--- config.mk ---
export PLATFORM = sky130hd
export DESIGN_NAME = saturnBus
export DESIGN_NICKNAME = d
export VERILOG_FILES = /design/src/verilog/saturnPkg.sv /design/src/verilog/clockEnable.sv /design/src/verilog/busArbiter.sv /design/src/verilog/memoryPort.sv /design/src/verilog/debugMonitor.sv /design/src/verilog/saturnBus.sv
export SDC_FILE = /design/constraint.sdc
export NUM_CORES = 1
export LEC_CHECK = 0
export BUFFER_PORTS_ARGS = -buffer_cell sky130_fd_sc_hd__buf_4
export CORE_AREA = 4 4 118 120
export CTS_BUF_LIST = sky130_fd_sc_hd__clkbuf_2 sky130_fd_sc_hd__clkbuf_4 sky130_fd_sc_hd__clkbuf_8
export DETAILED_ROUTE_END_ITERATION = 12
export DIE_AREA = 0 0 122 124
export PLACE_DENSITY = 0.65
export SYNTH_ARGS = -nofsm -noshare
export SYNTH_HDL_FRONTEND = slang
export SYNTH_SLANG_ARGS = --single-unit
export TNS_END_PERCENT = 50
--- constraint.sdc ---
create_clock -name CLK -period 6.55 [get_ports CLK]
set_input_delay 0 -clock CLK [delete_from_list [all_inputs] [get_ports CLK]]
set_output_delay 0 -clock CLK [all_outputs]
set_load 0.03 [all_outputs]
--- src/verilog/saturnPkg.sv ---
`default_nettype none

package saturnPkg;

	localparam int CPU_ADDR_W = 27;
	localparam int MEM_ADDR_W = 25;
	localparam int DATA_W     = 32;
	localparam int BE_W       = 4;
	localparam int WAIT_CNT_W = 8;

	typedef logic [CPU_ADDR_W-1:0] cpuAddr_t;
	typedef logic [MEM_ADDR_W-1:0] memAddr_t;
	typedef logic [DATA_W-1:0]     busData_t;
	typedef logic [BE_W-1:0]       byteEn_t;
	typedef logic [WAIT_CNT_W-1:0] waitCnt_t;

	// Boot hook, offset inside high RAM
	localparam memAddr_t HOOK_ADDR = 25'h12B0;

	localparam cpuAddr_t ROM_BASE  = 27'h0000000;
	localparam cpuAddr_t ROM_SIZE  = 27'h0080000;
	localparam cpuAddr_t SRAM_BASE = 27'h0180000;
	localparam cpuAddr_t SRAM_SIZE = 27'h0010000;
	localparam cpuAddr_t RAML_BASE = 27'h0200000;
	localparam cpuAddr_t RAML_SIZE = 27'h0100000;
	localparam cpuAddr_t RAMH_BASE = 27'h6000000;
	localparam cpuAddr_t RAMH_SIZE = 27'h0100000;

	typedef struct packed {
		logic     valid;
		logic     write;
		cpuAddr_t addr;
		byteEn_t  byteEn;
		busData_t wdata;
	} busReq_t;

	typedef struct packed {
		logic     done;
		busData_t rdata;
	} busRsp_t;

	// All active low
	typedef struct packed {
		logic rom;
		logic sram;
		logic ramLow;
		logic ramHigh;
	} chipSel_t;

	localparam chipSel_t SEL_NONE = '1;

	typedef struct packed {
		memAddr_t addr;
		byteEn_t  byteEnN;
		logic     rdN;
		busData_t wdata;
		chipSel_t sel;
	} memReq_t;

	typedef enum logic {
		MASTER_CPU,
		SLAVE_CPU
	} busId_t;

endpackage

`default_nettype wire

--- src/verilog/clockEnable.sv ---
`default_nettype none

module clockEnable (
	input  logic CLK,
	input  logic RST_N,
	input  logic ce,
	input  logic dbgPause,
	input  logic dbgBreak,
	input  logic dbgRun,
	output logic ceR,
	output logic ceF
);

	logic breakFlag;
	logic pause;
	logic mclk;

	// Run wins over a break in the same cycle
	always_ff @(posedge CLK or negedge RST_N) begin
		if (!RST_N) begin
			breakFlag <= 1'b0;
		end else if (dbgRun) begin
			breakFlag <= 1'b0;
		end else if (dbgBreak) begin
			breakFlag <= 1'b1;
		end
	end

	assign pause = dbgPause | breakFlag;

	always_ff @(posedge CLK or negedge RST_N) begin
		if (!RST_N) begin
			mclk <= 1'b0;
		end else if (ce && !pause) begin
			mclk <= ~mclk;
		end
	end

	assign ceR = mclk & ~pause;
	assign ceF = ~mclk & ~pause;

	enablesExclusive: assert property (@(posedge CLK) disable iff (!RST_N) !(ceR && ceF));

endmodule

`default_nettype wire

--- src/verilog/busArbiter.sv ---
`default_nettype none

module busArbiter
	import saturnPkg::*;
(
	input  logic     CLK,
	input  logic     RST_N,
	input  logic     ceR,
	input  busReq_t  mshReq,
	input  busReq_t  sshReq,
	output busRsp_t  mshRsp,
	output busRsp_t  sshRsp,
	output busReq_t  grantReq,
	input  logic     accDone,
	input  busData_t accRdata
);

	busId_t  owner;
	logic    busy;
	busReq_t ownerReq;

	// Master CPU always wins an idle bus
	always_ff @(posedge CLK or negedge RST_N) begin
		if (!RST_N) begin
			owner <= MASTER_CPU;
			busy  <= 1'b0;
		end else if (ceR) begin
			if (!busy) begin
				if (mshReq.valid) begin
					owner <= MASTER_CPU;
					busy  <= 1'b1;
				end else if (sshReq.valid) begin
					owner <= SLAVE_CPU;
					busy  <= 1'b1;
				end
			end else if (accDone) begin
				busy <= 1'b0;
			end
		end
	end

	assign ownerReq = (owner == MASTER_CPU) ? mshReq : sshReq;
	assign grantReq = busy ? ownerReq : '0;

	// Completion goes back to the owner only
	always_comb begin
		mshRsp = '0;
		sshRsp = '0;
		if (busy) begin
			if (owner == MASTER_CPU) begin
				mshRsp.done  = accDone;
				mshRsp.rdata = accRdata;
			end else begin
				sshRsp.done  = accDone;
				sshRsp.rdata = accRdata;
			end
		end
	end

	mshDoneOnRequest: assert property (@(posedge CLK) disable iff (!RST_N)
		mshRsp.done |-> mshReq.valid);

	sshDoneOnRequest: assert property (@(posedge CLK) disable iff (!RST_N)
		sshRsp.done |-> sshReq.valid);

endmodule

`default_nettype wire

--- src/verilog/memoryPort.sv ---
`default_nettype none

module memoryPort
	import saturnPkg::*;
(
	input  logic     CLK,
	input  logic     RST_N,
	input  logic     ceR,
	input  busReq_t  grantReq,
	output logic     accDone,
	output busData_t accRdata,
	output memReq_t  memOut,
	input  busData_t memRdata,
	input  logic     memWaitN
);

	chipSel_t decSel;
	logic     decMapped;
	logic     active;
	chipSel_t selQ;
	logic     rdNQ;
	byteEn_t  byteEnNQ;
	memAddr_t addrQ;
	busData_t wdataQ;
	logic     waitN;

	function automatic logic inRegion(cpuAddr_t addr, cpuAddr_t base, cpuAddr_t size);
		return (addr >= base) && ((addr - base) < size);
	endfunction

	always_comb begin
		decSel = SEL_NONE;
		if (inRegion(grantReq.addr, ROM_BASE, ROM_SIZE)) begin
			decSel.rom = 1'b0;
		end else if (inRegion(grantReq.addr, SRAM_BASE, SRAM_SIZE)) begin
			decSel.sram = 1'b0;
		end else if (inRegion(grantReq.addr, RAML_BASE, RAML_SIZE)) begin
			decSel.ramLow = 1'b0;
		end else if (inRegion(grantReq.addr, RAMH_BASE, RAMH_SIZE)) begin
			decSel.ramHigh = 1'b0;
		end
	end

	assign decMapped = (decSel != SEL_NONE);

	// Strobes come up the clock after the grant and drop with the completion
	always_ff @(posedge CLK or negedge RST_N) begin
		if (!RST_N) begin
			active   <= 1'b0;
			selQ     <= SEL_NONE;
			rdNQ     <= 1'b1;
			byteEnNQ <= '1;
		end else if (!active) begin
			if (grantReq.valid) begin
				active   <= 1'b1;
				selQ     <= decSel;
				rdNQ     <= !(decMapped && !grantReq.write);
				byteEnNQ <= (decMapped && grantReq.write) ? ~grantReq.byteEn : '1;
			end
		end else if (accDone) begin
			active   <= 1'b0;
			selQ     <= SEL_NONE;
			rdNQ     <= 1'b1;
			byteEnNQ <= '1;
		end
	end

	always_ff @(posedge CLK) begin
		if (!active && grantReq.valid) begin
			addrQ  <= grantReq.addr[MEM_ADDR_W-1:0];
			wdataQ <= grantReq.wdata;
		end
	end

	// Unmapped access never waits
	assign waitN = memWaitN | (selQ == SEL_NONE);

	assign accDone  = active & ceR & waitN;
	assign accRdata = (selQ == SEL_NONE) ? '1 : memRdata;

	assign memOut = '{addr: addrQ, byteEnN: byteEnNQ, rdN: rdNQ, wdata: wdataQ, sel: selQ};

	oneSelectLow: assert property (@(posedge CLK) disable iff (!RST_N)
		$countones(~memOut.sel) <= 1);

	idleStrobes: assert property (@(posedge CLK) disable iff (!RST_N)
		!active |-> (memOut.sel == SEL_NONE && memOut.rdN && memOut.byteEnN == '1));

endmodule

`default_nettype wire

--- src/verilog/debugMonitor.sv ---
`default_nettype none

module debugMonitor
	import saturnPkg::*;
(
	input  logic     CLK,
	input  logic     RST_N,
	input  logic     ceR,
	input  memReq_t  memOut,
	output waitCnt_t dbgWaitCnt,
	output logic     dbgHook
);

	logic busActive;

	assign busActive = !memOut.rdN || (memOut.byteEnN != '1);

	// Counts ceR since the last strobe, wrapping at full scale
	always_ff @(posedge CLK or negedge RST_N) begin
		if (!RST_N) begin
			dbgWaitCnt <= '0;
			dbgHook    <= 1'b0;
		end else if (ceR) begin
			if (busActive) begin
				dbgWaitCnt <= '0;
			end else begin
				dbgWaitCnt <= dbgWaitCnt + 1'b1;
			end
			if (!memOut.rdN && !memOut.sel.ramHigh && memOut.addr == HOOK_ADDR) begin
				dbgHook <= 1'b1;
			end
		end
	end

endmodule

`default_nettype wire

--- src/verilog/saturnBus.sv ---
`default_nettype none

module saturnBus
	import saturnPkg::*;
(
	input  logic     CLK,
	input  logic     RST_N,
	input  logic     ce,
	input  logic     dbgPause,
	input  logic     dbgBreak,
	input  logic     dbgRun,
	input  busReq_t  mshReq,
	input  busReq_t  sshReq,
	output busRsp_t  mshRsp,
	output busRsp_t  sshRsp,
	output memReq_t  memOut,
	input  busData_t memRdata,
	input  logic     memWaitN,
	output waitCnt_t dbgWaitCnt,
	output logic     dbgHook
);

	logic     ceR;
	busReq_t  grantReq;
	logic     accDone;
	busData_t accRdata;

	// Falling enable has no user on this bus
	clockEnable clockEnable_i (
		.CLK(CLK),
		.RST_N(RST_N),
		.ce(ce),
		.dbgPause(dbgPause),
		.dbgBreak(dbgBreak),
		.dbgRun(dbgRun),
		.ceR(ceR),
		.ceF()
	);

	busArbiter busArbiter_i (
		.CLK(CLK),
		.RST_N(RST_N),
		.ceR(ceR),
		.mshReq(mshReq),
		.sshReq(sshReq),
		.mshRsp(mshRsp),
		.sshRsp(sshRsp),
		.grantReq(grantReq),
		.accDone(accDone),
		.accRdata(accRdata)
	);

	memoryPort memoryPort_i (
		.CLK(CLK),
		.RST_N(RST_N),
		.ceR(ceR),
		.grantReq(grantReq),
		.accDone(accDone),
		.accRdata(accRdata),
		.memOut(memOut),
		.memRdata(memRdata),
		.memWaitN(memWaitN)
	);

	debugMonitor debugMonitor_i (
		.CLK(CLK),
		.RST_N(RST_N),
		.ceR(ceR),
		.memOut(memOut),
		.dbgWaitCnt(dbgWaitCnt),
		.dbgHook(dbgHook)
	);

endmodule

`default_nettype wire

==> impl_metrics.env <==
export IMPL_drive_gt1_share_pct=40.23
export IMPL_worst_pin_slew_ps=1317
export IMPL_reg2reg_slack_ps=3410
export IMPL_gr_total_overflow=0
export IMPL_core_um2=12980
export IMPL_drt_iter0_markers=328
export IMPL_die_x_um=122
export IMPL_ys_warn_count=0
export IMPL_ys_top_cells_by_area="edfxtp_1 39%, nor2_1 15%, mux2i_1 14%, dfrtp_1 8.1%, dfstp_2 5.4%"
export IMPL_arrival_ps=3400
export IMPL_worstPathMaxFanout=63
export IMPL_path_class="flip-flop to flip-flop"
export IMPL_crit_path_end_kind="flip-flop"
export IMPL_drt_first_pass_iters=4
export IMPL_slew_violations=0
export IMPL_dpl_hpwl_um=11910
export IMPL_grt_max_degree=64
export IMPL_cts_root_buf="clkbuf_8"
export IMPL_grt_pass1_wl_um=24960
export IMPL_vias=4866
export IMPL_synth_flop_cell="edfxtp_1"
export IMPL_setup_violations=0
export IMPL_regArea_um2=2302
export IMPL_post_cts_resize_count=0
export IMPL_synth_seq_cells=80
export IMPL_layout_min_cycle_time_ps=3143
export IMPL_syn_to_final_growth_pct=86.21
export IMPL_placementRows=42
export IMPL_synth_top_cell_by_area="edfxtp_1"
export IMPL_antenna_found_initial=1
export IMPL_ant_nets=0
export IMPL_syn_nets=615
export IMPL_synthesis_area_um2=4347
export IMPL_dp_slack_ps=3385
export IMPL_fin_nets=1020
export IMPL_multi_input_area_um2=1907
export IMPL_tns_ps=0
export IMPL_cts_sinks=80
export IMPL_synth_edf_count=57
export IMPL_max_freq_ghz=0.3181
export IMPL_gp_congestion=0.8005
export IMPL_drc=0
export IMPL_fill_cells=1045
export IMPL_hold_violations=0
export IMPL_path_clk_slew_ps=80
export IMPL_clk_path_buf_depth=2
export IMPL_grt_pass1_vias=5049
export IMPL_syn_inst=445
export IMPL_fin_crit_sh_pct=47.99
export IMPL_htree_levels=3
export IMPL_cts_tree="built"
export IMPL_powerDensity_nw_per_um2=451.6
export IMPL_peakVddDrop_uv=346.5
export IMPL_num_io_pins=310
export IMPL_dieHeight_um=124
export IMPL_status="finished clean"
export IMPL_grt_usage_pct=20.99
export IMPL_vias_per_cell=4.715
export IMPL_cts_buffers=9
export IMPL_drt_total_wl_um=16740
export IMPL_fin_skew_ps=13.98
export IMPL_start_util_pct=33.49
export IMPL_syn_area_per_cell_um2=9.768
export IMPL_yosys_cell_types_count=44
export IMPL_required_ps=6810
export IMPL_port_buffers=309
export IMPL_rsz0062_at_grt="false"
export IMPL_clk_latency_ps=340
export IMPL_startpoint_type="flip-flop"
export IMPL_async_flop_share_pct=28.75
export IMPL_wire_per_inst_um=16.22
export IMPL_fin_ws_ps=3407
export IMPL_relSlewSlack_pct=12.18
export IMPL_ys_seq_area_share_pct=52.88
export IMPL_power_leakage_nw=3.827
export IMPL_dieArea_um2=15130
export IMPL_maxCapViolations=0
export IMPL_min_path_type="primary input to flip-flop"
export IMPL_yosys_area_top_type_share_pct=39.38
cell type report:
class | instances | share of cell area (%)
Timing Repair Buffer | 421 | 42.45
Sequential cell | 80 | 28.44
Multi-Input combinational cell | 336 | 23.56
Tap cell | 176 | 2.721
Clock buffer | 11 | 1.716
Clock inverter | 5 | 0.9893
Inverter | 2 | 0.09275
Antenna cell | 1 | 0.03092
synthesized netlist by cell type, types with 2 or more instances:
| cell | n |
|---|---|
| a41oi_1 | 2 |
| mux2_1 | 2 |
| buf_2 | 5 |
| a21oi_1 | 8 |
| and3_1 | 4 |
| nor4bb_1 | 2 |
| nand2b_1 | 5 |
| edfxtp_1 | 57 |
| dfstp_2 | 9 |
| nand3_1 | 6 |
| mux2i_1 | 62 |
| o21ai_0 | 16 |
| nor3_1 | 4 |
| buf_4 | 5 |
| and4_1 | 3 |
| nor2_1 | 178 |
| dfrtp_1 | 14 |
| a31oi_1 | 3 |
| clkbuf_1 | 16 |
| nor4_1 | 4 |
| nand2_1 | 17 |
layout by cell type, fill, tap and decap left out, types with 4 or more instances in the layout:
cell	instances
mux2i_1	62
nor2_1	178
nand3_1	6
and3_1	4
dfrtp_1	13
edfxtp_1	57
o21ai_0	16
nor3_1	4
a21oi_1	8
nand2b_1	5
dfstp_2	9
buf_4	311
clkbuf_8	9
dlygate4sd3_1	110
nand2_1	17
nor4_1	4
per-stage QoR:
step                total power [W]  hold slack, ps  area [µm²]  utilization [%]  instances
finish                     0.003655           7.063        8094            62.36       1032
CTS                        0.003653          0.9610        8092            62.34       1031
global route               0.003858           20.18        8094            62.36       1032
global placement           0.003068          -92.38        6771            52.17        905
floorplan                  0.002310          -295.6        4347                -        445
detailed placement         0.003099          -84.48        6771            52.17        905
final timing paths:
path / start / to / depth (start not counted)
worst max-delay path: busArbiter_i.owner / memoryPort_i.rdNQ / 6
worst min-delay path: sshReq[51] / memoryPort_i.addrQ[15] / 3
worst max register to register: busArbiter_i.owner / memoryPort_i.rdNQ / 6
worst min register to register: debugMonitor_i.dbgHook / debugMonitor_i.dbgHook / 1
max in group asynchronous: RST_N / memoryPort_i.memOut[0] / 2
min in group asynchronous: RST_N / debugMonitor_i.dbgWaitCnt[5] / 2
where the power goes:
group | switching, W | internal [W]
logic | 0.00149 | 0.000912
clock network | 0.000180 | 0.000224
registers | 0.000100 | 0.000744
metal layers:
layer / track usage, % / wire [µm] / part of all wire, % / vias up
li1: - / - / - / 2362
met1: 23.11 / 6095 / 36 / 2230
met2: 38.02 / 8642 / 52 / 236
met3: 6.630 / 1527 / 9.1 / 38
met4: 7.703 / 469 / 2.8 / 0
met5: 0 / 0 / 0 / -
sequential cells by signal, indices dropped and copies added, names as in the netlist:
signal / count
busArbiter_i.busy: 1
busArbiter_i.owner: 1
clockEnable_i.breakFlag: 1
clockEnable_i.mclk: 1
debugMonitor_i.dbgHook: 1
debugMonitor_i.dbgWaitCnt: 8
memoryPort_i.active: 1
memoryPort_i.addrQ: 25
memoryPort_i.byteEnNQ: 4
memoryPort_i.memOut: 4
memoryPort_i.rdNQ: 1
memoryPort_i.wdataQ: 32
worst max-delay path: stages (launching register included):
cell,delay [ps]
dfrtp_4,570
buf_4,780
nand2_2,640
o22ai_1,460
mux2_1,220
o32ai_2,120
a31oi_1,230
cells by family (layout without fill, tap and decap cells):
family,Yosys count,after routing,synth area share [%]
and+or+nand+nor,230,230,22.25
DFF,80,80,52.88
muxes,66,66,15.57
AOI/OAI and AO/OA,38,38,5.556
buffers and inverters,29,439,3.253
adders and majority gates,1,1,0.2878
xor gates and xnor gates,1,1,0.2015
other,0,1,0
what timing repair did:
action                                 CTS  global route
hold buffers                           110             0
setup buffers                            0             0
endpoints found under the hold margin   80             0
(Power assumes the default switching activity.)
